**src/verilog/tc_prot_pkg.sv**
```systemverilog
// NB1412M2 protection model shared definitions
// register map, opcodes, sequencer states and bus structs

package tc_prot_pkg;

    // ==================================================
    // bus and protection constants
    // ==================================================
    localparam int AXI_ADDR_W = 16;
    localparam int AXI_DATA_W = 32;
    localparam int ROM_WIN_BIT = 15;

    localparam logic [7:0] PROT_KEY = 8'h43;
    localparam logic [1:0] AXI_RESP_OKAY = 2'b00;

    // register offsets, status bit 0 is busy
    typedef enum logic [15:0] {
        REG_CMD    = 16'h0000,
        REG_DATA   = 16'h0004,
        REG_DAC1   = 16'h0008,
        REG_DAC2   = 16'h000C,
        REG_STATUS = 16'h0010
    } reg_addr_e;

    // protection opcodes
    typedef enum logic [7:0] {
        CMD_ROM_HI = 8'h33,
        CMD_ROM_LO = 8'h34,
        CMD_ADJ_HI = 8'h35,
        CMD_ADJ_LO = 8'h36
    } prot_cmd_e;

    typedef enum logic [1:0] {
        FETCH_IDLE,
        FETCH_WAIT,
        FETCH_CAPTURE
    } fetch_state_e;

    // which holding register a fetch lands in
    typedef enum logic {
        TGT_ROM,
        TGT_ADJ
    } fetch_target_e;

    // ==================================================
    // structs
    // ==================================================
    typedef struct packed {
        logic [AXI_ADDR_W-1:0] awaddr;
        logic                  awvalid;
        logic [AXI_DATA_W-1:0] wdata;
        logic [3:0]            wstrb;
        logic                  wvalid;
        logic                  bready;
        logic [AXI_ADDR_W-1:0] araddr;
        logic                  arvalid;
        logic                  rready;
    } axil_req_t;

    typedef struct packed {
        logic                  awready;
        logic                  wready;
        logic [1:0]            bresp;
        logic                  bvalid;
        logic                  arready;
        logic [AXI_DATA_W-1:0] rdata;
        logic [1:0]            rresp;
        logic                  rvalid;
    } axil_rsp_t;

    typedef struct packed {
        logic        en;
        logic [15:0] index;
        logic [7:0]  data;
    } rom_load_t;

    typedef struct packed {
        logic          en;
        fetch_target_e target;
    } capture_t;

    // sel 0 is dac1, sel 1 is dac2
    typedef struct packed {
        logic       en;
        logic       sel;
        logic [7:0] data;
    } dac_wr_t;

endpackage

```
**src/verilog/prot_bus_ctrl.sv**
```systemverilog
// protection bus controller
// AXI4-Lite slave, register decode, ROM load strobes and the
// two-cycle fetch sequencer behind REG_DATA

module prot_bus_ctrl
    import tc_prot_pkg::*;
(
    input  logic        clk_24M,
    input  logic        reset,
    input  axil_req_t   axil_req,
    output axil_rsp_t   axil_rsp,
    input  logic [7:0]  decrypted,
    output rom_load_t   rom_load,
    output logic [15:0] fetch_addr,
    output capture_t    capture,
    output dac_wr_t     dac_wr
);

    logic                  aw_ready_q;
    logic                  ar_ready_q;
    logic                  bvalid_q;
    logic                  rvalid_q;
    logic [AXI_DATA_W-1:0] rdata_q;
    logic [AXI_DATA_W-1:0] rd_mux;

    logic                  wr_go;
    logic                  rd_go;
    logic                  win_wr;
    logic                  cmd_go;
    logic                  data_go;
    logic                  dac_go;

    logic [7:0]            cmd_q;
    logic [15:0]           fetch_addr_q;
    fetch_state_e          state_q;
    fetch_target_e         tgt_q;
    logic [7:0]            dac1_q;
    logic [7:0]            dac2_q;

    logic                  cmd_known;
    logic                  cmd_hi;
    fetch_target_e         cmd_tgt;

    // ==================================================
    // AXI4-Lite handshakes
    // ==================================================

    // ready pulses for one cycle and stays low while a response waits
    assign wr_go = aw_ready_q & axil_req.awvalid & axil_req.wvalid;
    assign rd_go = ar_ready_q & axil_req.arvalid;

    always_ff @(posedge clk_24M) begin
        if (reset) begin
            aw_ready_q <= 1'b0;
            bvalid_q   <= 1'b0;
        end else begin
            aw_ready_q <= ~aw_ready_q & axil_req.awvalid & axil_req.wvalid & ~bvalid_q;
            if (wr_go) begin
                bvalid_q <= 1'b1;
            end else if (bvalid_q && axil_req.bready) begin
                bvalid_q <= 1'b0;
            end
        end
    end

    always_ff @(posedge clk_24M) begin
        if (reset) begin
            ar_ready_q <= 1'b0;
            rvalid_q   <= 1'b0;
        end else begin
            ar_ready_q <= ~ar_ready_q & axil_req.arvalid & ~rvalid_q;
            if (rd_go) begin
                rvalid_q <= 1'b1;
            end else if (rvalid_q && axil_req.rready) begin
                rvalid_q <= 1'b0;
            end
        end
    end

    // read data captured at accept and held until rready
    always_ff @(posedge clk_24M) begin
        if (rd_go) begin
            rdata_q <= rd_mux;
        end
    end

    // ROM window and unmapped offsets read as all ones
    always_comb begin
        case (axil_req.araddr)
            REG_CMD:    rd_mux = {24'h0, cmd_q};
            REG_DATA:   rd_mux = {24'h0, decrypted};
            REG_DAC1:   rd_mux = {24'h0, dac1_q};
            REG_DAC2:   rd_mux = {24'h0, dac2_q};
            REG_STATUS: rd_mux = {31'h0, state_q != FETCH_IDLE};
            default:    rd_mux = '1;
        endcase
    end

    assign axil_rsp = '{
        awready: aw_ready_q,
        wready:  aw_ready_q,
        bresp:   AXI_RESP_OKAY,
        bvalid:  bvalid_q,
        arready: ar_ready_q,
        rdata:   rdata_q,
        rresp:   AXI_RESP_OKAY,
        rvalid:  rvalid_q
    };

    // ==================================================
    // write decode
    // ==================================================
    assign win_wr  = wr_go & axil_req.awaddr[ROM_WIN_BIT];
    assign cmd_go  = wr_go & (axil_req.awaddr == REG_CMD);
    assign data_go = wr_go & (axil_req.awaddr == REG_DATA);
    assign dac_go  = wr_go & ((axil_req.awaddr == REG_DAC1) | (axil_req.awaddr == REG_DAC2));

    // ROM index is the word address inside the window
    assign rom_load = '{
        en:    win_wr,
        index: {3'b000, axil_req.awaddr[ROM_WIN_BIT-1:2]},
        data:  axil_req.wdata[7:0]
    };

    assign dac_wr = '{
        en:   dac_go,
        sel:  axil_req.awaddr == REG_DAC2,
        data: axil_req.wdata[7:0]
    };

    // opcode decode
    always_comb begin
        cmd_known = 1'b1;
        cmd_hi    = 1'b0;
        cmd_tgt   = TGT_ROM;
        case (cmd_q)
            CMD_ROM_HI: cmd_hi = 1'b1;
            CMD_ROM_LO: cmd_hi = 1'b0;
            CMD_ADJ_HI: begin
                cmd_hi  = 1'b1;
                cmd_tgt = TGT_ADJ;
            end
            CMD_ADJ_LO: cmd_tgt = TGT_ADJ;
            default:    cmd_known = 1'b0;
        endcase
    end

    // ==================================================
    // command register and fetch sequencer
    // ==================================================
    always_ff @(posedge clk_24M) begin
        if (reset) begin
            cmd_q        <= 8'h00;
            fetch_addr_q <= 16'h0000;
            state_q      <= FETCH_IDLE;
            tgt_q        <= TGT_ROM;
            dac1_q       <= 8'h80;
            dac2_q       <= 8'h80;
        end else begin
            if (cmd_go) begin
                cmd_q <= axil_req.wdata[7:0];
            end

            // mirror of the mixer DACs for readback
            if (dac_go && !dac_wr.sel) begin
                dac1_q <= axil_req.wdata[7:0];
            end
            if (dac_go && dac_wr.sel) begin
                dac2_q <= axil_req.wdata[7:0];
            end

            case (state_q)
                FETCH_WAIT:    state_q <= FETCH_CAPTURE;
                FETCH_CAPTURE: state_q <= FETCH_IDLE;
                default: begin
                    // data writes while busy or under a foreign opcode are dropped
                    if (data_go && cmd_known) begin
                        if (cmd_hi) begin
                            fetch_addr_q[15:8] <= axil_req.wdata[7:0];
                        end else begin
                            fetch_addr_q[7:0] <= axil_req.wdata[7:0];
                        end
                        tgt_q   <= cmd_tgt;
                        state_q <= FETCH_WAIT;
                    end
                end
            endcase
        end
    end

    assign fetch_addr = fetch_addr_q;

    // ROM data is valid once the wait cycle has passed
    assign capture = '{
        en:     state_q == FETCH_CAPTURE,
        target: tgt_q
    };

endmodule

```
**config.mk**
```make
export PLATFORM = sky130hd
export DESIGN_NAME = prot_bus_ctrl
export DESIGN_NICKNAME = d
export VERILOG_FILES = /design/src/verilog/tc_prot_pkg.sv /design/src/verilog/prot_bus_ctrl.sv
export SDC_FILE = /design/constraint.sdc
export NUM_CORES = 1
export LEC_CHECK = 0
export BUFFER_PORTS_ARGS = -buffer_cell sky130_fd_sc_hd__buf_2
export CAP_MARGIN = 30
export CELL_PAD_IN_SITES_DETAIL_PLACEMENT = 0
export CELL_PAD_IN_SITES_GLOBAL_PLACEMENT = 1
export CORE_MARGIN = 5
export CORE_UTILIZATION = 35
export CTS_BUF_LIST = sky130_fd_sc_hd__clkbuf_4
export CTS_CLUSTER_DIAMETER = 60
export CTS_CLUSTER_SIZE = 12
export DETAILED_ROUTE_END_ITERATION = 6
export HOLD_SLACK_MARGIN = 0.02
export PLACE_DENSITY_LB_ADDON = 0.1
export RECOVER_POWER = 50
export SETUP_SLACK_MARGIN = 0.15
export SYNTH_ARGS = -nofsm -noshare
export SYNTH_HDL_FRONTEND = slang
export SYNTH_SLANG_ARGS = --single-unit
```
**constraint.sdc**
```tcl
create_clock -name clk_24M -period 6.5 [get_ports clk_24M]
set_clock_uncertainty 0.1 [all_clocks]
set_input_delay 0.65 -clock clk_24M [delete_from_list [all_inputs] [get_ports clk_24M]]
set_output_delay 0.65 -clock clk_24M [all_outputs]
set_load 0.01 [all_outputs]
```
Yosys cells after proc, flatten, opt, wreduce, memory -nomap -nowiden
Cells that the tools add are included.
{"block": "classes", "eq_ne": 13, "muxes": 10, "bitwise": 19, "reduce_logical": 19}
{"cell": "$pmux 32 s5", "count": 1}
{"cell": "$eq 16x4->1 const B", "count": 4}
{"cell": "$eq 16x3->1 const B", "count": 2}
{"cell": "$eq 8x6->1 const B", "count": 4}
{"cell": "$logic_not 16->1", "count": 2}
{"cell": "$eq 16x5->1 const B", "count": 1}
{"cell": "$and 1x1->1", "count": 12}
{"cell": "$mux 1", "count": 7}
{"cell": "$not 1->1", "count": 6}
{"cell": "$reduce_and 3->1", "count": 2}
{"cell": "$reduce_bool 2->1", "count": 3}
{"cell": "$reduce_or 2->1", "count": 3}
{"cell": "$logic_and 1x1->1", "count": 5}
{"cell": "$pmux 2 s2", "count": 1}
{"cell": "$reduce_or 4->1", "count": 1}
{"cell": "$reduce_bool 3->1", "count": 1}
{"cell": "$eq 2x1->1 const B", "count": 1}
{"cell": "$eq 2x2->1 const B", "count": 1}
{"cell": "$mux 2", "count": 1}
{"cell": "$reduce_and 2->1", "count": 1}
{"cell": "$logic_not 1->1", "count": 1}
{"cell": "$or 1x1->1", "count": 1}
{"block": "word_totals", "regBits": 79, "in_bits": 83, "elab_cells": 73}

Longest topological paths before layout
{"block": "depth", "word_depth": 6, "ltp_mapped": 7, "depth_no_buf": 6}

Worst setup path before layout
OpenSTA, ideal clock, no wires.
{"block": "synth_path", "path_type": "input to output", "from": "input port axil_req[64] (netlist name)", "to": "output port dac_wr[8] (netlist name)", "t_arrival_ps": 2057, "setup_slack_ps": 3693, "path_stages": 5, "cell_sequence": "nor4_1 > and4_1 > clkbuf_1 > buf_2 > and2_1"}
{"element": "from (decl)", "line": "prot_bus_ctrl.sv:10", "text": "input axil_req_t axil_req,"}
{"element": "to (decl)", "line": "prot_bus_ctrl.sv:16", "text": "output dac_wr_t dac_wr"}

==> results.cfg <==
[global_route]
grt_pass1_wl_mm = 15.0
antenna_found_initial = 0
grtUsageTotal_pct = 16.5
gr-total-overflow = 0
grt_pass1_vias = 2695
grt_max_degree = 48

[clock_network]
root_buffer = clkbuf_4
path_clk_slew_ps = 170
cts_sinks = 56
postCtsSetupBuffers = 0
cts_tree = done
hold_buffers = 0
cts_buffers = 5
ctsHtreeMaxLevel = 2
cts_buffer_depth = 2
ctsResizeCount = 0
clk_latency_ps = 380

[synth]
synth_mux_area_share_pct = 5.38
netlist.area_leader.share_pct = 28.3
synthesis.area_mm2 = 0.00333
synth_ff_type = dfxtp_1
synth.distinct_cells = 50
synth_simple_gate_area_share_pct = 19.2
synth.most_common_cell = buf_4
synth_compound_area_share_pct = 17.9
synthAdderAreaFrac_pct = 1.13
synth_edf_count = 9
yosysTopAreaCell = dfxtp_1
synth_area_leaders = dfxtp_1, buf_4, edfxtp_1
synthTopCellsByCount = buf_4, dfxtp_1, a21oi_1, o21ai_0, nand3_1
ys_warn_count = 0
avgSynthCellArea_um2 = 8.90
synth-seq-cells = 56
synth_top_family_by_area = buffers and inverters
synth_xor_area_share_pct = 0.526
yosysSeqAreaShare_pct = 36.4
synthArstFlopShare_pct = 0
syn_inst = 374

[sta]
rsz0062_at_grt = no
totalNegativeSetupSlack_ps = 0
finalHoldViolations = 0
tightest_slew_ps = 2240
min_period_ps = 3380
max_slew_margin_pct = -49.4
max_freq_mhz = 296
whs_ps = 363
finalSetupViolCount = 0
drv_slew = 48
min_period_over_period_pct = 52.0

[floorplanning]
die_w_um = 108
die_h_um = 108
dieArea_mm2 = 0.0116
start_util_pct = 36.0
core_area_mm2 = 0.00924
pin_count = 177
rows = 35

[final_layout]
stdcell_count = 567
final_layout_size_suffix_gt1_share_pct = 24.0
syn_to_final_growth_pct = 9.06
num-nets-final = 523
insertedDiodeCount = 0
fin_util_pct = 39.3

[critical_path]
worstPathCellList = buf_2 > nor4_1 > nand4_1 > nor2_1 > buf_2
worstReg2RegStart = cmd_q[6]$_SDFFE_PP0P_
cp.arrival_ps = 2630
crit_path_frequent_cell = buf_2
cp_max_fo = 17
slowest_stage = nand4_1
path_class = input pin to primary output
worst-path-buf-inv = 2
worstSetupEndpointType = primary output
crit_path_start = axil_req[67]
critical-path-max-stage-delay_ps = 760
worstSetupStartpointType = input pin
cp_top_family = simple AND/OR/NAND/NOR gates
required_ps = 5750

[pwr]
clock_power_share_pct = 29.0
p_int_uw = 489
power_density_mw_per_mm2 = 190
p_leak_uw = 0.00130
switching_share_pct = 29.0
power.total_uw = 688
power_frac_seq_pct = 52.6
pwr-share-comb_pct = 18.4
p_sw_uw = 199
peakVddDrop_mv = 0.141

[place]
detailedPlacementHpwl_mm = 7.17
gp_congestion = 0.763
dp.cells = 559
io_buffers = 141

[detailed_routing]
detail_route.wl_per_cell_um = 17.6
dr.pass1.iters = 4
routed_via_density = 5.36
routed_wl_mm = 9.96
antenna_left = 0
drc_errors = 0
num_vias = 3037
drt_iter0_drc = 181

[hold_path]
hp-start = ar_ready_q$_SDFF_PP0_
hold_class = register to register

[outcome]
violations = max-capacitance violations, max-slew violations
status = finished with violations

[flow_run]
drv_cap = 1
## worst reg2reg max path, stage by stage (launching register included)
cell      delay (ps)
dfxtp_1          370
or4b_1           590
or4_4            660
o311ai_4         320
mux2_4           320
## sequential cells by signal (all words and copies together), names as in the netlist
register    flops
aw_ready_q      1
ar_ready_q      1
cmd_q           8
rdata_q         9
fetch_addr     16
state_q         2
bvalid_q        1
rvalid_q        1
dac2_q          8
tgt_q           1
dac1_q          8
## power groups by stage
| stage | Clock, uW | Combinational, uW | Sequential (uW) |
|---|---|---|---|
| final | 199 | 127 | 362 |
| after floorplan | 0 | 94.6 | 370 |
| after global placement | 0 | 130 | 370 |
| after CTS | 209 | 132 | 362 |
| after detailed placement | 0 | 131 | 370 |
| after global routing | 223 | 139 | 364 |
## cell type report
cell class | instances | area [um^2]
well taps | 129 | 161
inverters | 8 | 30.0
fillers | 1003 | 5610
clock inverters | 3 | 46.3
flip-flops and latches | 56 | 1210
clock buffers | 5 | 37.5
multi-input cells | 224 | 1500
repair buffers | 142 | 642
## metal layers
layer	up-vias	track usage, %	share of wire (%)
met4	0	2.71	0.52
met2	169	24.9	43
met5	-	0	0
met3	4	3.36	10
met1	1421	24.5	46
li1	1443	-	-
## cell families (layout without fill, tap and decap cells)
group / after synthesis / in the layout
buffers and inverters: 100 / 158
AND/OR/NAND/NOR: 99 / 99
AO/OA/AOI/OAI: 96 / 96
flip-flops: 56 / 56
multiplexers: 17 / 17
adder cells (fa/ha/maj): 3 / 3
XOR/XNOR: 2 / 2
other: 1 / 7
## worst paths after layout
path,end,slack [ps],cells past startpoint
setup reg to reg,state_q[0]$_SDFFE_PP0P_,4050,4
setup / recovery,dac_wr[9],3120,5
hold / removal,ar_ready_q$_SDFF_PP0_,360,1
hold reg to reg,ar_ready_q$_SDFF_PP0_,360,1
## cell usage in the layout, fill, tap and decap left out, types with 2 or more instances in the layout
cell      count
a21oi_1      41
and2_0        2
and2_1        2
and4_1        3
buf_2        82
clkbuf_1     59
clkbuf_4      5
conb_1        7
dfxtp_1      47
edfxtp_1      9
ha_1          3
inv_1         8
mux2_2        3
mux2i_1      13
nand2_1       5
nand2b_1      3
nand3_1      20
nand4_1      18
nand4b_1     10
nor2_1        7
nor3_1        4
nor3b_1       2
nor4_1        6
nor4b_1       4
o21ai_0      32
o221ai_1      6
o41ai_1       7
o41ai_2       2
or4_1         2
or4_4         2
xnor2_1       2
## metrics by stage
stage               cell area, um^2  setup slack, ps
finish                         3630             3120
CTS                            3700             3130
global placement               3610             3080
global route                   3630             2860
floorplan                      3350             3690
detailed placement             3620             3110
No activity file was read; power rests on OpenSTA's default activity.
