## src/verilog/tc_prot_pkg.sv

```systemverilog
// NB1412M2 protection model shared definitions
// register map, opcodes, sequencer states and bus structs

package tc_prot_pkg;

    // ==================================================
    // bus and protection constants
    // ==================================================
    localparam int AXI_ADDR_W = 16;
    localparam int AXI_DATA_W = 32;
    localparam int ROM_WIN_BIT = 15;

    localparam logic [7:0] PROT_KEY = 8'h43;
    localparam logic [1:0] AXI_RESP_OKAY = 2'b00;

    // register offsets, status bit 0 is busy
    typedef enum logic [15:0] {
        REG_CMD    = 16'h0000,
        REG_DATA   = 16'h0004,
        REG_DAC1   = 16'h0008,
        REG_DAC2   = 16'h000C,
        REG_STATUS = 16'h0010
    } reg_addr_e;

    // protection opcodes
    typedef enum logic [7:0] {
        CMD_ROM_HI = 8'h33,
        CMD_ROM_LO = 8'h34,
        CMD_ADJ_HI = 8'h35,
        CMD_ADJ_LO = 8'h36
    } prot_cmd_e;

    typedef enum logic [1:0] {
        FETCH_IDLE,
        FETCH_WAIT,
        FETCH_CAPTURE
    } fetch_state_e;

    // which holding register a fetch lands in
    typedef enum logic {
        TGT_ROM,
        TGT_ADJ
    } fetch_target_e;

    // ==================================================
    // structs
    // ==================================================
    typedef struct packed {
        logic [AXI_ADDR_W-1:0] awaddr;
        logic                  awvalid;
        logic [AXI_DATA_W-1:0] wdata;
        logic [3:0]            wstrb;
        logic                  wvalid;
        logic                  bready;
        logic [AXI_ADDR_W-1:0] araddr;
        logic                  arvalid;
        logic                  rready;
    } axil_req_t;

    typedef struct packed {
        logic                  awready;
        logic                  wready;
        logic [1:0]            bresp;
        logic                  bvalid;
        logic                  arready;
        logic [AXI_DATA_W-1:0] rdata;
        logic [1:0]            rresp;
        logic                  rvalid;
    } axil_rsp_t;

    typedef struct packed {
        logic        en;
        logic [15:0] index;
        logic [7:0]  data;
    } rom_load_t;

    typedef struct packed {
        logic          en;
        fetch_target_e target;
    } capture_t;

    // sel 0 is dac1, sel 1 is dac2
    typedef struct packed {
        logic       en;
        logic       sel;
        logic [7:0] data;
    } dac_wr_t;

endpackage

```

## src/verilog/prot_decrypt.sv

```systemverilog
// protection decrypter
// rom and adj holding registers and the key subtraction

module prot_decrypt
    import tc_prot_pkg::*;
(
    input  logic       clk_24M,
    input  logic       reset,
    input  capture_t   capture,
    input  logic [7:0] rom_q,
    output logic [7:0] decrypted
);

    logic [7:0] rom_val;
    logic [7:0] adj_val;

    always_ff @(posedge clk_24M) begin
        if (reset) begin
            rom_val <= 8'h00;
            adj_val <= 8'h00;
        end else if (capture.en) begin
            if (capture.target == TGT_ADJ) begin
                adj_val <= rom_q;
            end else begin
                rom_val <= rom_q;
            end
        end
    end

    // rom - (key - adj), 8-bit wraparound
    // both holding registers at zero give 0xBD
    assign decrypted = rom_val - (PROT_KEY - adj_val);

endmodule

```

## config.mk

```make
export PLATFORM = sky130hd
export DESIGN_NAME = prot_decrypt
export DESIGN_NICKNAME = d
export VERILOG_FILES = /design/src/verilog/tc_prot_pkg.sv /design/src/verilog/prot_decrypt.sv
export SDC_FILE = /design/constraint.sdc
export NUM_CORES = 1
export LEC_CHECK = 0
export BUFFER_PORTS_ARGS = -buffer_cell sky130_fd_sc_hd__buf_4
export CORE_MARGIN = 3
export CORE_UTILIZATION = 53
export CTS_CLUSTER_DIAMETER = 100
export DETAILED_ROUTE_END_ITERATION = 6
export PLACE_DENSITY = 0.77
export SYNTH_ARGS = -nofsm -noshare
export SYNTH_HDL_FRONTEND = slang
export SYNTH_SLANG_ARGS = --single-unit
```

## constraint.sdc

```tcl
create_clock -name clk_24M -period 2.3 [get_ports clk_24M]
set_input_delay 0.345 -clock clk_24M [delete_from_list [all_inputs] [get_ports clk_24M]]
set_output_delay 0.345 -clock clk_24M [all_outputs]
set_load 0.1 [all_outputs]
```

Word-level counts from Yosys, hierarchy flattened
Cells that the tools add are included.

Output and inout bits: 8. Bits of input ports: 12. Flip-flop bits (word level): 16.

Reductions and logical operators: 2. Bitwise logic cells: 1. $add $sub $neg: 2.

Operators with widths (number): $sub A7 B8 Y8 const A (1); $sub A8 B8 Y8 (1); $reduce_and A2 Y1 (2); $not A1 Y1 (1).

Logic depth before layout (Yosys ltp)
Gate-level depths: netlist of the first run.

Depth after elaboration: 2. Depth in mapped cells: 10. Gate-level depth less buffers: 10.

Worst setup path after synthesis of the first run
Ideal clock, no wire load.

Kind: reg-to-output. From: register rom_val[1]. To: output decrypted[7]. Required time: 1.955 ns. Slack: -1.158 ns. Stages on the path, launching flop included: 9. Arrival time: 3.113 ns. Path through: dfxtp_1 ha_1 ha_1 inv_1 fa_1 nor2b_4 o31a_1 o22ai_2 xnor2_1.

Word-level cells in the longest chain between the ends: 1.

RTL lines: start: declaration (RTL line prot_decrypt.sv:14) `logic [7:0] rom_val;`; start signal: assignment (RTL line prot_decrypt.sv:25) `rom_val <= rom_q;`; $sub A8 B8 Y8 (RTL line prot_decrypt.sv:32) `assign decrypted = rom_val - (PROT_KEY - adj_val);`; end: declaration (RTL line prot_decrypt.sv:11) `output logic [7:0] decrypted`.

No other way between the ends.

Worst setup path in the final report of the first run
From: register rom_val[0]. To: output decrypted[7].

Same word-level chain as after synthesis.

==> flow_summary_export.csv, run 1 <==
group,metric,value,unit
die,core_area,1750,sq um
logic_synthesis,syn_inst,132,
logic_synthesis,synth_fp_nets,158,
placement,place_ws,-136,ps
finish,area_delta_synth_final,53.7,%
die,die_w,49.4,um
timing,slew_headroom,59.7,%
critical_path,cp_top_family,"adder cells",
critical_path,critPathRequiredTime,1960,ps
clock_tree,clk-insertion-delay-late,300,ps
detailed_routing,dr.pass1.iters,4,
detailed_routing,ant_nets,0,
flow_run,max_cap_violations,0,
clock_tree,cts.htree.levels,1,
timing,fin_crit,2600,ps
global_routing,grt.total_usage,22.0,%
detailed_routing,via_per_inst,5.45,
global_routing,grt_max_degree,17,
outcome,violations,"setup timing",
clock_tree,clk_pin_slew,100,ps
placement,gp_congestion,0.751,
detailed_routing,wire_per_inst,15.4,um
critical_path,critPathBufInv,4,
clock_tree,root_buffer,"clkbuf_4",
pwr,ir_worst_vdd,0.000521,V
detailed_routing,route.detailed.drc,0,
global_routing,grt_pass1_vias,941,
critical_path,r2r_setup_slack,1570,ps
timing,tightest_slew,603,ps
critical_path,critPathLaunchType,"register",
critical_path,crit_path_end_kind,"output pin",
finish,fin_nets,184,
placement,io_buffers,19,
logic_synthesis,synth_xor_area_share,5.26,%
logic_synthesis,yosys.area_share.adder,18.3,%
die,dieArea,2440,sq um
finish,drive_gt1_share,47.1,%
clock_tree,cts_tree,"done",
logic_synthesis,synthSimpleGateAreaFrac,18.8,%
timing,clock_skew,0,ps
global_routing,grt_antenna_before_repair,0,
logic_synthesis,synthMuxAreaShare,0,%
timing,fmax,384,MHz
timing,post-route-period-util,113,%
finish,diodes,0,
critical_path,critical_path_class,"reg2out",
timing,fin_ws,-302,ps
detailed_routing,num_vias,992,
global_routing,globalRouteOverflowTotal,0,
critical_path,crit_fanout,2,
timing,setup_violations,4,
placement,dpl.cell_count,175,
clock_tree,ctsLongestPathBuffers,2,
die,fp.dieH,49.4,um
pwr,leakage,0.000647,uW
logic_synthesis,seq_area_frac_synth,32.0,%
finish,regArea,333,sq um
logic_synthesis,ys_ff_latch,16,
pwr,p_per_area,723,nW/um^2
timing,holdWs,293,ps
finish,multi_input_area,777,sq um
die,rows,15,
logic_synthesis,synth_compound_area_share,13.6,%
clock_tree,cts_buffers,3,
logic_synthesis,ys_warn_count,0,
detailed_routing,wirelength,2800,um
outcome,status,"finished with violations",
global_routing,grt_pass1_wl,4060,um
die,initial_core_util,57.3,%
logic_synthesis,yosys.cell_types.count,22,
detailed_routing,drtIter0Drc,16,
placement,dp_hpwl,1590,um
critical_path,critPathMaxStageDelay,370,ps
finish,fillers,86,
timing,hold_viol_final,0,
die,ios,20,
logic_synthesis,syn_area,1000,sq um
critical_path,crit_chain,"inv_2, ha_4, inv_4, ha_4, inv_2, fa_2, nor2b_4, o31a_1, o22ai_4, xnor2_4, buf_12",
finish,stdcell_count,182,
timing,slew_viol_final,0,
clock_tree,cts.sinks,16,
hold_path,hold_path_class,"in2reg",
critical_path,cp.arrival,2260,ps
timing,rsz0062_at_grt,"yes",
clock_tree,cts_hold_buf,0,
logic_synthesis,avgSynthCellArea,7.57,sq um
logic_synthesis,synth_top_family_by_area,"simple AND/OR/NAND/NOR gates",
critical_path,cp_slowest_cell,"fa_2",
-- layout make-up --
type                            count  area share, %
Timing Repair Buffer               27           17.2
Tap cell                           25           2.04
Multi-Input combinational cell     86           50.6
Sequential cell                    16           21.7
Inverter                           24           6.19
Clock buffer                        4           2.36
-- through the flow --
| step | total power [uW] | instance area [sq um] | util (%) | TNS [ps] |
|---|---|---|---|---|
| after CTS | 1090 | 1490 | 85.2 | -697 |
| after detailed placement | 814 | 1320 | 75.6 | -196 |
| after floorplan | 723 | 1140 | - | -290 |
| after global placement | 806 | 1320 | 75.6 | -143 |
| after global routing | 1150 | 1540 | 88.0 | -1130 |
| final | 1110 | 1540 | 88.0 | -842 |
-- report_power, final --
group	internal, uW	switching (uW)
Clock	96.7	96.6
Sequential	291	8.95
Combinational	239	378
Total	627	484
-- synth_stat cells --
master     n  area [sq um]
fa_1       1          20.0
nor2b_4    1          13.8
nor2b_1    2          12.5
dfxtp_1   16           320
o31a_1     1          8.76
xor2_1     1          8.76
or2_2      1          6.26
buf_2      3          15.0
o21ai_0    1          5.00
o21a_1     1          7.51
nand2_1   27           101
ha_1      13           163
nor2_1     2          7.51
clkbuf_1   2          7.51
o211ai_1   1          7.51
nand2b_1   1          6.26
xnor2_1    5          43.8
nand3_1    8          40.0
o22ai_2    1          12.5
inv_1     24          90.1
buf_4      1          7.51
a21oi_1   19          95.1
-- logic make-up after synthesis --
family,after synthesis
compound gates,24
xor+xnor,6
fa+ha+maj,14
simple gates,42
flops,16
buf+inv,30
-- path summary, 6_finish.rpt --
kind              start      endpoint  cells past startpoint
min reg2reg  rom_val[6]    rom_val[6]                      2
min            rom_q[6]    rom_val[6]                      3
max          rom_val[0]  decrypted[7]                     11
max reg2reg  adj_val[2]    adj_val[2]                      3
-- worst min-delay path, stage by stage --
cell	delay [ps]
buf_4	110
nand2_1	40
a21oi_1	50
-- layer usage --
layer / track usage (%) / wire length, um / up-vias
met1: 22.5 / 1010 / 471
met4: 12.4 / 108 / 0
met2: 42.4 / 1560 / 40
li1: - / - / 468
met3: 2.45 / 112 / 13
met5: 0 / 0 / -
-- state kept, by name (all words and copies together), names as in the netlist --
register / count
adj_val: 8
rom_val: 8
-- what timing repair did --
| item | CTS | global route |
|---|---|---|
| resized for setup | 33 | 12 |
| endpoints found under the setup margin | 5 | 5 |
| pin swaps | 13 | 7 |
| buffers inserted | 2 | 2 |
| endpoints found under the hold margin | 0 | 0 |
-- layout by cell type, fill, tap and decap left out, types with 2 or more instances in the layout --
cell and n:
nand2_1 26, buf_4 20, a21oi_1 16, inv_1 13, dfxtp_2 10, inv_2 9
nand3_1 8, ha_4 8, dfxtp_1 6, ha_1 5, buf_12 4, xnor2_4 3
clkbuf_4 3, buf_6 3, inv_4 2, nor2b_4 2, a21oi_4 2
(Power assumes the default switching activity.)
==> run 2, diff against run 1 <==
--- a/config.mk
+++ b/config.mk
@@ -7,10 +7,11 @@
 export LEC_CHECK = 0
 export BUFFER_PORTS_ARGS = -buffer_cell sky130_fd_sc_hd__buf_4
 export CORE_MARGIN = 3
-export CORE_UTILIZATION = 53
+export CORE_UTILIZATION = 50
 export CTS_CLUSTER_DIAMETER = 100
 export DETAILED_ROUTE_END_ITERATION = 6
-export PLACE_DENSITY = 0.77
+export PLACE_DENSITY = 0.74
+export RECOVER_POWER = 100
 export SYNTH_ARGS = -nofsm -noshare
 export SYNTH_HDL_FRONTEND = slang
 export SYNTH_SLANG_ARGS = --single-unit
==> run 2 against run 1 <==
  * The run still ends with setup timing left
  * Register-to-register slack about the same
  * Global-route usage shrank 0.63 points
  * Sequential power hardly changed
  * Core utilization fell by 2.9 points
  * Clock power fell by 23%
  * Hold slack better by 9.1 ps
  * Worst setup slack lost 17 ps
  * Combinational power barely moved
  * Final area decreased by 0.16%
==> flow_summary_export.csv, run 2 (synthesis gave the netlist of run 1 again) <==
group,metric,value,unit
outcome,status,"finished with violations",
outcome,violations,"setup timing",
global_routing,grt_pass1_wl,4090,um
die,rows,15,
clock_tree,cts.sinks,16,
die,die_w,50.7,um
critical_path,cp_top_family,"adder cells",
placement,place_ws,-123,ps
detailed_routing,route.detailed.drc,0,
clock_tree,cts_tree,"done",
finish,fillers,101,
critical_path,cp.arrival,2270,ps
critical_path,critical_path_class,"reg2out",
placement,dpl_cell_area,1320,sq um
critical_path,critPathMaxStageDelay,350,ps
clock_tree,cts_buffers,3,
critical_path,timing.critical_path.depth,10,
timing,tns,-1080,ps
placement,io_buffers,19,
critical_path,r2r_setup_slack,1560,ps
pwr,combPwrFrac,58.0,%
critical_path,critPathLaunchType,"register",
finish,fin_nets,186,
critical_path,critical_path.startpoint,"adj_val[1]",
pwr,p_sw_share,44.6,%
detailed_routing,wirelength,2630,um
die,core_area,1800,sq um
pwr,leakage,0.000648,uW
clock_tree,root_buffer,"clkbuf_4",
critical_path,critPathBufInv,4,
pwr,power_switching,476,uW
timing,fin_crit,2620,ps
detailed_routing,ant_nets,0,
die,initial_core_util,55.5,%
finish,diodes,0,
timing,hold_viol_final,0,
pwr,p_int,591,uW
timing,holdWs,302,ps
timing,post-route-period-util,114,%
pwr,p_per_area,696,nW/um^2
finish,reg_top3,"adj_val: 8 flops, rom_val: 8 flops",
timing,fin_ws,-319,ps
finish,final_common_cell,"nand2_1",
global_routing,globalRouteOverflowTotal,0,
timing,slew_viol_final,0,
placement,dp_hpwl,1460,um
timing,slew_headroom,58.7,%
detailed_routing,dr.pass1.iters,4,
die,fp.dieH,50.7,um
detailed_routing,wire_per_inst,14.4,um
die,ios,20,
hold_path,hold_path_class,"in2reg",
critical_path,critPathRequiredTime,1960,ps
critical_path,crit_fanout,2,
clock_tree,cts_hold_buf,0,
critical_path,critPathCapture,"decrypted[5]",
pwr,pwr-share-seq,28.1,%
die,dieArea,2570,sq um
global_routing,grt_pass1_vias,942,
global_routing,grt_max_degree,17,
flow_run,max_cap_violations,0,
critical_path,r2r_cells,3,
critical_path,cp_slowest_cell,"dfxtp_2",
critical_path,crit_chain,"ha_4, ha_4, inv_2, fa_2, nor2b_4, o31a_1, buf_4, buf_6, a21oi_4, buf_12",
finish,final_cell_mix,"27 x nand2_1, 18 x buf_4, 16 x a21oi_1",
timing,setup_violations,4,
detailed_routing,num_vias,930,
critical_path,path_common_cell,"ha_4",
pwr,ir_worst_vdd,0.000544,V
timing,rsz0062_at_grt,"yes",
finish,drive_gt1_share,46.2,%
critical_path,crit_path_end_kind,"output pin",
timing,tightest_slew,619,ps
clock_tree,ctsLongestPathBuffers,2,
global_routing,grt_antenna_before_repair,0,
finish,fin_area,1530,sq um
pwr,power_frac_clock,13.9,%
timing,clock_skew,0,ps
clock_tree,clk-insertion-delay-late,290,ps
clock_tree,cts.htree.levels,1,
timing,fmax,382,MHz
global_routing,grt.total_usage,21.4,%
clock_tree,clk_pin_slew,90,ps
critical_path,reg2reg_to,"adj_val[2]",
finish,area_delta_synth_final,53.4,%
placement,gp_congestion,0.748,
detailed_routing,via_per_inst,5.08,
detailed_routing,drtIter0Drc,22,
critical_path,r2r_start,"adj_val[2]",
==> run 2: changes by cell type in the layout (fill, tap and decap cells not counted), sizes merged <==
cell	previous run	this run
buf	27	26
clkbuf	4	6
==> run 2: layer usage <==
metal	vias up	global-route usage, %	share of wire (%)
li1	470	-	-
met4	0	10.3	3.1
met1	416	24.6	41
met5	-	0	0
met2	36	37.8	52
met3	8	3.56	4.5
==> run 2: worst min-delay path: stages <==
cell     delay [ps]
buf_4           110
nand2_1          50
a21oi_1          50
==> run 2: what timing repair did <==
item / CTS / global route
pin swaps: 10 / 5
endpoints found under the hold margin: 0 / 0
setup endpoints to repair: 5 / 5
setup buffers: 3 / 3
cloned: 0 / 0
resized for setup: 39 / 7
==> run 2: worst min-delay path by stage <==
stage                           from         end  slack, ps  cells after the start
after floorplan           rom_val[0]  rom_val[0]        430                      2
after CTS                   rom_q[2]  rom_val[2]        300                      3
after global placement    rom_val[4]  rom_val[4]        440                      2
final                       rom_q[3]  rom_val[3]        300                      3
after detailed placement  rom_val[0]  rom_val[0]        450                      2
after global routing        rom_q[1]  rom_val[1]        300                      3
==> run 2: cell type report <==
type | count | area, sq um | area share [%]
Multi-Input combinational cell | 86 | 778 | 50.7
Timing Repair Buffer | 29 | 274 | 17.9
Tap cell | 25 | 31.3 | 2.04
Clock buffer | 3 | 22.5 | 1.47
Sequential cell | 16 | 333 | 21.7
Inverter | 24 | 95.1 | 6.20
==> run 2: power groups by stage <==
stage               clock (uW)  combinational [uW]  sequential (uW)
floorplan                    0                 421              302
finish                     149                 619              299
global placement             0                 501              303
detailed placement           0                 506              304
CTS                        146                 596              298
global route               166                 645              301
==> run 2: stage by stage <==
stage	utilization (%)	total power, uW	std cells
after floorplan	-	723	132
after global placement	73.2	804	175
after detailed placement	73.2	809	175
after CTS	83.8	1040	180
after global routing	85.1	1110	183
final	85.1	1070	183
