<file path="config.mk">
export PLATFORM = sky130hd
export DESIGN_NAME = dac_mixer
export DESIGN_NICKNAME = d
export VERILOG_FILES = /design/src/verilog/tc_prot_pkg.sv /design/src/verilog/dac_mixer.sv
export SDC_FILE = /design/constraint.sdc
export NUM_CORES = 1
export LEC_CHECK = 0
export BUFFER_PORTS_ARGS = -buffer_cell sky130_fd_sc_hd__buf_2
export CAP_MARGIN = 10
export CORE_UTILIZATION = 45
export DETAILED_ROUTE_END_ITERATION = 8
export PLACE_DENSITY_LB_ADDON = 0.12
export SLEW_MARGIN = 20
export SYNTH_ARGS = -nofsm -noshare
export SYNTH_HDL_FRONTEND = slang
export SYNTH_SLANG_ARGS = --single-unit
</file>
<file path="constraint.sdc">
create_clock -name clk_24M -period 2.3 [get_ports clk_24M]
set_input_delay 0 -clock clk_24M [delete_from_list [all_inputs] [get_ports clk_24M]]
set_output_delay 0 -clock clk_24M [all_outputs]
set_load 0.05 [all_outputs]
</file>
<file path="src/verilog/tc_prot_pkg.sv">
// NB1412M2 protection model shared definitions
// register map, opcodes, sequencer states and bus structs

package tc_prot_pkg;

    // ==================================================
    // bus and protection constants
    // ==================================================
    localparam int AXI_ADDR_W = 16;
    localparam int AXI_DATA_W = 32;
    localparam int ROM_WIN_BIT = 15;

    localparam logic [7:0] PROT_KEY = 8'h43;
    localparam logic [1:0] AXI_RESP_OKAY = 2'b00;

    // register offsets, status bit 0 is busy
    typedef enum logic [15:0] {
        REG_CMD    = 16'h0000,
        REG_DATA   = 16'h0004,
        REG_DAC1   = 16'h0008,
        REG_DAC2   = 16'h000C,
        REG_STATUS = 16'h0010
    } reg_addr_e;

    // protection opcodes
    typedef enum logic [7:0] {
        CMD_ROM_HI = 8'h33,
        CMD_ROM_LO = 8'h34,
        CMD_ADJ_HI = 8'h35,
        CMD_ADJ_LO = 8'h36
    } prot_cmd_e;

    typedef enum logic [1:0] {
        FETCH_IDLE,
        FETCH_WAIT,
        FETCH_CAPTURE
    } fetch_state_e;

    // which holding register a fetch lands in
    typedef enum logic {
        TGT_ROM,
        TGT_ADJ
    } fetch_target_e;

    // ==================================================
    // structs
    // ==================================================
    typedef struct packed {
        logic [AXI_ADDR_W-1:0] awaddr;
        logic                  awvalid;
        logic [AXI_DATA_W-1:0] wdata;
        logic [3:0]            wstrb;
        logic                  wvalid;
        logic                  bready;
        logic [AXI_ADDR_W-1:0] araddr;
        logic                  arvalid;
        logic                  rready;
    } axil_req_t;

    typedef struct packed {
        logic                  awready;
        logic                  wready;
        logic [1:0]            bresp;
        logic                  bvalid;
        logic                  arready;
        logic [AXI_DATA_W-1:0] rdata;
        logic [1:0]            rresp;
        logic                  rvalid;
    } axil_rsp_t;

    typedef struct packed {
        logic        en;
        logic [15:0] index;
        logic [7:0]  data;
    } rom_load_t;

    typedef struct packed {
        logic          en;
        fetch_target_e target;
    } capture_t;

    // sel 0 is dac1, sel 1 is dac2
    typedef struct packed {
        logic       en;
        logic       sel;
        logic [7:0] data;
    } dac_wr_t;

endpackage

</file>
<file path="src/verilog/dac_mixer.sv">
// sound DAC mixer
// two offset-binary DACs at half scale summed with the FM sample

module dac_mixer
    import tc_prot_pkg::*;
(
    input  logic               clk_24M,
    input  logic               reset,
    input  dac_wr_t            dac_wr,
    input  logic signed [15:0] fm_sample,
    output logic signed [15:0] audio
);

    logic [7:0]         dac1;
    logic [7:0]         dac2;
    logic signed [15:0] mix;

    // offset binary to signed, upper byte, then halved
    function automatic logic signed [15:0] dac_half(input logic [7:0] val);
        logic signed [15:0] wide;
        wide = $signed({~val[7], val[6:0], 8'h00});
        return wide >>> 1;
    endfunction

    always_ff @(posedge clk_24M) begin
        if (reset) begin
            // 0x80 sits at the midpoint
            dac1 <= 8'h80;
            dac2 <= 8'h80;
        end else if (dac_wr.en) begin
            if (dac_wr.sel) begin
                dac2 <= dac_wr.data;
            end else begin
                dac1 <= dac_wr.data;
            end
        end
    end

    assign mix = fm_sample + dac_half(dac1) + dac_half(dac2);

    always_ff @(posedge clk_24M) begin
        audio <= mix;
    end

endmodule

</file>
## Word level (Yosys, flattened, before mapping)

Index checks and enable logic that the tools add are counted.

| storage, ports and cells | value |
|---|---|
| flip-flop bits (word level) | 32 |
| input port bits | 28 |
| output and inout bits | 16 |
| logic and storage cells | 10 |

| cells by class | value |
|---|---|
| add/subtract/negate cells | 2 |
| bitwise gates (word level) | 3 |
| reduce and logical (&&, ||, !) cells | 2 |

Operators by type and width:

| kind | count |
|---|---|
| $add A16 B15 Y16 | 2 |
| $reduce_and A2 Y1 | 2 |
| $not A1 Y1 | 3 |

## Longest topological paths before layout

Gate-level depths: netlist (run 1).

| logic depth | value |
|---|---|
| depth after elaboration | 3 |
| gate-level depth with buffers | 10 |
| gate-level depth less buffers | 10 |

## Least setup slack after synthesis (run 1)

No wires, ideal clock.

| path | value |
|---|---|
| path kind | reg-to-reg |
| from | reg dac1[1] |
| to | reg audio[14] |
| setup time | 0.062 ns |
| arrival time | 2.082 ns |
| data required time | 2.238 ns |
| setup slack | 0.156 ns |
| cell stages (with the launch flop) | 9 |
| period minus slack after synthesis | 2.144 ns |
| cells stage by stage | dfxtp_1 -> fa_1 -> ha_1 -> inv_1 -> fa_1 -> nor2b_4 -> o31a_1 -> or4b_1 -> nand3_1 |

| on the way | value |
|---|---|
| longest elaborated chain between the ends | 2 |

RTL lines:

| element | line | source |
|---|---|---|
| start, declared | dac_mixer.sv:14 | `logic [7:0] dac1;` |
| start signal, assigned | dac_mixer.sv:34 | `dac1 <= dac_wr.data;` |
| $add A16 B15 Y16 (2 in a row) | dac_mixer.sv:39 | `assign mix = fm_sample + dac_half(dac1) + dac_half(dac2);` |
| via mix[14] | dac_mixer.sv:16 | `logic signed [15:0] mix;` |
| end signal, assigned | dac_mixer.sv:42 | `audio <= mix;` |
| end, declared | dac_mixer.sv:11 | `output logic signed [15:0] audio` |

The timed path passes the listed nets, and every way through them passes these cells.
A chain may end at the register's enable or synchronous reset.

## Worst setup path in the final report (run 1)

Ends and elaborated chain as after synthesis.

==> reports/summary.md, run 1 <==
After synthesis the cells add up to 1410 um2. The floorplan die width is 57.9 um, and the number of vias after detailed routing is 1,169. Final period demand of the worst path: 2.25 ns. Summed over all layers, the routed wires come to 2.83 mm.

CTS built an H-tree with a depth of 2. The starting density of the core came out at 0.493. The worst hold path was traced through 3 stages. STA classifies the critical path endpoint as a register.

The logs give 0 for the final global-route overflow total and 0.489 mW for the net load switching power. In the synthesized netlist the dominant register cell turns out to be sky130_fd_sc_hd__dfxtp_1. The finished cells cover 1860 um2. The number of routed nets with antenna violations came out at 0. Via count of the first global-routing pass: 1,084. The number of enable-type register cells in the synthesized netlist is 0, and the largest net degree at the start of global routing is 17.

After detailed placement, the total cell area comes to 1640 um2. The checks that failed: design-rule violations. The cell area power density came out at 737 nW/um2. In the final timing run, aggregate negative setup slack is 0 ns. Total chip power: 1.37 mW.

The number of cell instances on the worst register-to-register path is 8, and the post-route core utilization is 0.650. The clock drives 32 sinks. For the register share of total power, the log shows 0.464.

For the number of nets produced by synthesis, the log shows 187. The number of fill cells in the layout was 256; the cell total after placement was 212. The detailed-route vias per instance was 4.95; the data required time of the critical path was 2.57 ns. The area of combinational cells with multiple inputs is 707 um2, and the initial antenna violation count is 0. Across the VDD grid, the largest voltage drop is 402 uV. For the combinational group share of total power, the log shows 0.327. TritonCTS built the clock tree.

The tools report the number of DRC violations after detailed-routing iteration 0 as 43. The number of hold violations in the final report is 0. Clock tree synthesis inserted a total of 5 buffers. The mean post-synth cell area is 9.83 um2. The post-synthesis async set-or-reset flop share is 0. Hold is met by 0.0289 ns. The growth of design area from synthesis to finish came out at 32.1%. The leakage dissipation is 0.864 nW, and the post-placement setup slack is 0.0472 ns. CTS placed an instance of sky130_fd_sc_hd__clkbuf_4 at the clock tree root.

The run gives 0.209 as the clock network fraction of design power. The initialized floorplan defines 19 standard-cell rows. The sequential element share of the synthesized area is 0.456, and the y dimension of the die is 57.9 um. The core region is 2850 um2. At the end of the flow, the number of nets in the layout was 249.

Detailed placement finished with a half-perimeter wire length of 1.99 mm. Leaving out filler cells and counting taps, the final layout contains 236. After detailed routing, the number of remaining DRC violations is 3. In this run the deepest clock path goes through 2 buffers. The area taken by flip-flops and latches came out at 642 um2. The element type at the critical path start was a register. At the worst endpoint, the arrival time is 2.52 ns. The repair_antennas step left the layout with diodes totalling 0. The per-cell routed wire length is 12.0 um, and the yosys synthesis warning count is 0.

The run gives 444 MHz as the maximum clock frequency. The floorplan die area was 3350 um2; the first-pass GRT wire length was 4.57 mm. The number of register bits inferred by synthesis works out to 32. Buffers placed on the I/O ports in this run total 43. At the pin with the least slew margin, the transition time is 0.574 ns. Clock-pin slew was measured on the worst setup and hold paths at 0.09 ns.

The worst setup path category was register to register. The library cell used most frequently in the layout, excluding fill and tap cells, is sky130_fd_sc_hd__buf_2. Leaving out fill and tap cells, the most frequent cells in the layout are sky130_fd_sc_hd__buf_2, sky130_fd_sc_hd__dfxtp_1, sky130_fd_sc_hd__nand2_1. The final cycle utilization of the critical path was 0.980. Number of instances in the synthesized netlist: 143. For the overall fraction of global-route tracks in use, the log shows 0.186. The run gives 6 as the length of the first detailed-routing pass in iterations. The routability congestion estimate was 0.804; the final setup violation count was 0. The switching share of power was 0.358. Setup repair after global routing could not meet its margin everywhere. Count of pins on the block boundary: 44. The worst clock skew was 0.00516 ns. The logs give 28 for the unique cell type count in the Yosys netlist and 0.0461 ns for the final critical-path setup slack. The flow ran to the end, but the final reports show violations. The internal power of the cells totals 0.877 mW. The class of the most critical hold timing path was input pin to register.

The count of max-cap constraint violations was 0. For the worst-skew pair, the clock arrives at the later sink with an insertion delay of 0.32 ns. The headroom to the max-slew limit was 0.616. The number of max-slew violations in the final report was 0; the peak fanout along the critical path was 3. The fraction of final layout cells sized beyond drive strength 1 came out at 0.273.
-- area by class of cell --
class,instances,share of cell area
Timing Repair Buffer,60,0.205
Multi-Input combinational cell,95,0.381
Tap cell,31,0.0209
Inverter,11,0.0223
Sequential cell,32,0.346
Clock inverter,1,0.00270
Clock buffer,6,0.0223
-- layer usage --
metal  vias to the layer above  routed length [um]  track usage
met1                       529                1180        0.203
met5                         -                   0            0
met2                        40                1460        0.333
met3                         2                 163       0.0670
li1                        598                   -            -
met4                         0                  17       0.0612
-- state kept, by name, indices dropped and copies added (netlist names) --
name and count:
audio 16, dac1 8, dac2 8
-- path summary, 6_finish.rpt --
kind                            startpoint         to  slack, ns
worst max register to register     dac1[1]  audio[14]       0.05
worst min-delay path             dac_wr[9]    dac2[4]       0.03
worst max-delay path               dac1[1]  audio[14]       0.05
worst min register to register     dac1[0]    dac1[0]       0.47
-- cells in the mapped netlist (all sizes together) (2+ instances only) --
library cell,count,area share
a21oi,18,0.064
buf,2,0.0071
clkbuf,3,0.0080
dfxtp,32,0.46
fa,9,0.13
ha,7,0.062
inv,11,0.029
nand2,25,0.067
nand3,10,0.036
nor2,2,0.0053
nor2b,2,0.014
o21ai,2,0.0071
xnor2,6,0.037
-- repair_timing --
item                                   CTS  global route
setup endpoints to repair                0             1
gates resized for setup                  0             4
setup buffers                            0             2
endpoints found under the hold margin   23             0
hold buffers                            15             0
-- cells by family after synthesis --
logic type,after synthesis,share of synthesized area
multiplexers,1,0.00712
adder cells (fa/ha/maj),16,0.191
XOR/XNOR,7,0.0436
buffers and inverters,16,0.0445
flip-flops,32,0.456
AO/OA/AOI/OAI,25,0.0989
AND/OR/NAND/NOR,46,0.159
-- critical path, stage by stage, from the launching register on --
cell	delay (ns)
sky130_fd_sc_hd__dfxtp_2	0.33
sky130_fd_sc_hd__fa_1	0.45
sky130_fd_sc_hd__ha_2	0.20
sky130_fd_sc_hd__inv_2	0.06
sky130_fd_sc_hd__fa_2	0.23
sky130_fd_sc_hd__nor2b_4	0.05
sky130_fd_sc_hd__o31a_1	0.27
sky130_fd_sc_hd__or4b_1	0.52
sky130_fd_sc_hd__nand3_1	0.09
-- power groups by stage --
stage | sequential, mW | clock (mW) | combinational (mW)
2_1_floorplan | 0.821 | 0 | 0.148
3_3_place_gp | 0.647 | 0 | 0.415
3_5_place_dp | 0.648 | 0 | 0.422
4_1_cts | 0.635 | 0.297 | 0.443
5_1_grt | 0.642 | 0.327 | 0.480
6_report | 0.635 | 0.285 | 0.447
Note: power is estimated with default switching activity, not from simulation.
==> inputs of run 2 (changes only) <==
--- a/config.mk
+++ b/config.mk
@@ -7,9 +7,12 @@
 export LEC_CHECK = 0
 export BUFFER_PORTS_ARGS = -buffer_cell sky130_fd_sc_hd__buf_2
 export CAP_MARGIN = 10
-export CORE_UTILIZATION = 45
+export CELL_PAD_IN_SITES_DETAIL_PLACEMENT = 1
+export CELL_PAD_IN_SITES_GLOBAL_PLACEMENT = 1
+export CORE_UTILIZATION = 33
 export DETAILED_ROUTE_END_ITERATION = 8
 export PLACE_DENSITY_LB_ADDON = 0.12
+export RECOVER_POWER = 100
 export SLEW_MARGIN = 20
 export SYNTH_ARGS = -nofsm -noshare
 export SYNTH_HDL_FRONTEND = slang
==> run 2 against run 1 <==
Net effect: the run now ends clean; fmax increased by 2.3%; non-clock buffer count decreased by 1; clock skew increased by 0.0013 ns; sequential cell count unchanged; worst hold slack improved by 0.047 ns; largest power group unchanged; critical endpoint unchanged; sequential power about the same; critical path type unchanged; critical path depth unchanged; first-iteration DRC count decreased by 7.0%; clock power increased by 57%; final area increased by 2.3%; via count increased by 0.94%; worst setup slack improved by 0.050 ns.
==> reports/summary.md, run 2 (synthesis results as in run 1) <==
The flow ran to the end, and the final reports show no timing, DRC or antenna violations. In this run the count of I/O pins placed on the die edge is 44. Dividing the detail-routed wire length by the instance count gives 12.5 um.

The floorplan die area was 4520 um2. Worst setup path category: register to register. The worst setup path is captured at a register.

The cell count of the worst hold path is 2. The largest register by flop count was audio. STA classifies the critical path startpoint as a register. In the routed design, unresolved DRC markers number 0.

The count of nets left with antenna violations once routing finished came out at 0. For the insertion delay to the later sink of the worst-skew pair, the log shows 0.28 ns. The net count of the finished layout is 248. Clock tree synthesis found a total of 32 sinks. The logs give 0.00651 ns for the worst clock skew and 0.346 for the starting density of the core. The top cell types in the final layout, fill and taps aside, are sky130_fd_sc_hd__dfxtp_1, sky130_fd_sc_hd__buf_2, sky130_fd_sc_hd__nand2_1. Data arrives at the worst endpoint at 2.43 ns. After clock tree synthesis, the clock-pin slew on the worst setup and hold paths is 0.07 ns.

TritonCTS built the clock tree. Entering global routing, the biggest net connects 17 pins. The clock tree synthesis step divided the H-tree into 2 levels. Hold is met by 0.0759 ns. Actual transition at the worst max-transition pin: 0.625 ns. The pre-antenna-repair detailed-routing pass consisted of 4 iterations.

The final cycle utilization of the critical path was 0.958. The register with the most flip-flops in the layout has 16 of them. The run gives 0.585 as the headroom to the max-slew limit. In this run the power density over the cells is 800 nW/um2. Final setup violation count: 0. The die is 67.3 um tall. Counting I/O delays and the setup requirement, the final critical path takes 2.20 ns. At the end of routability-driven placement, the weighted congestion stood at 0.766. Max-cap violations in this run came to 0.

The library cell used most frequently in the layout, excluding fill and tap cells, is sky130_fd_sc_hd__dfxtp_1. From left edge to right edge, the die measures 67.3 um. The initial antenna violation count was 0. The number of cells on the worst reg-to-reg path is 8. The count of input and output buffers came out at 43. The number of vias after detailed routing was 1,180. The final antenna diode count came out at 0. No sink is reached through more buffers than the 2 on the longest clock path.

The first routing iteration left 40 violations. Setup repair after global routing could not meet its margin everywhere. IR analysis of the VDD net gives a maximum drop of 238 uV.

The data required time of the critical path is 2.52 ns. The peak fanout along the critical path came out at 3. The via count of the first global-routing pass is 1,178. The area of the core came out at 4060 um2.

The number of max-slew violations in the final report was 0; the leakage dissipation was 0.829 nW. After routing, the total negative slack on setup checks comes to 0 ns. For this run, the top clock speed supported by timing is 454 MHz. In this run the worst hold path is classified as input pin to register.

From synthesis to final layout, the design area changed by 35.1%. The tools report the overall fraction of global-route tracks in use as 0.162. The detailed-route vias per instance is 4.63.

The first global-routing pass estimated 5.17 mm of wire. The tools report the total clock buffers created by CTS as 5. The final global-route overflow total was 0; the fraction of final layout cells sized beyond drive strength 1 was 0.190. The number of hold violations in the final report was 0.

Library cell used as clock root buffer: sky130_fd_sc_hd__clkbuf_8. After detailed routing, the total wire length is 3.19 mm. Detailed placement ended at an HPWL of 2.34 mm. The total number of placement rows came out at 23. In the final layout, the registers with the most flip-flops are audio x16, dac1 x8, dac2 x8.
[run 2: metrics by stage]
step                cells  setup slack (ns)  utilization  cell area [um2]  power (mW)
floorplan             143             0.156            -             1410       0.968
global placement      231            0.0978        0.409             1660        1.07
detailed placement    231            0.0399        0.409             1660        1.08
CTS                   254           0.00991        0.470             1910        1.55
global route          255           -0.0185        0.468             1900        1.61
finish                255            0.0963        0.468             1900        1.52
[run 2: per-layer routing]
metal / track usage / routed length, um
met3: 0.0557 / 171
met2: 0.265 / 1550
met1: 0.189 / 1400
met4: 0.0718 / 61
met5: 0 / 0
[run 2: timing repair]
action	4_1_cts	5_1_grt
hold endpoints to repair	22	0
hold buffers	15	0
resized for setup	0	4
setup endpoints to repair	0	1
setup buffers	0	1
[run 2: layout make-up]
cell class	instances	area [um2]
inverters	11	41.3
repair buffers	59	352
clock buffers	7	86.3
flip-flops and latches	32	642
clock inverters	1	7.51
well taps	50	62.6
multi-input cells	95	707
fillers	488	2160
[run 2: worst max-delay path: stages, from the launching register on]
cell                      delay, ns
sky130_fd_sc_hd__dfxtp_2       0.33
sky130_fd_sc_hd__fa_1          0.45
sky130_fd_sc_hd__ha_2          0.21
sky130_fd_sc_hd__inv_2         0.06
sky130_fd_sc_hd__fa_2          0.22
sky130_fd_sc_hd__nor2b_4       0.04
sky130_fd_sc_hd__o31a_1        0.27
sky130_fd_sc_hd__or4b_1        0.47
sky130_fd_sc_hd__nand3_1       0.09
[run 2: worst paths after layout]
kind                     to  slack, ns     from
setup / recovery  audio[14]        0.1  dac1[1]
hold / removal      dac2[2]       0.08    reset
setup reg to reg  audio[14]        0.1  dac1[1]
hold reg to reg     dac2[0]       0.46  dac2[0]
[run 2: power breakdown]
part / switching (mW) / leakage [nW] / internal, mW
Sequential: 0.0218 / 0.266 / 0.617
Clock: 0.204 / 0.0445 / 0.243
Combinational: 0.298 / 0.518 / 0.135
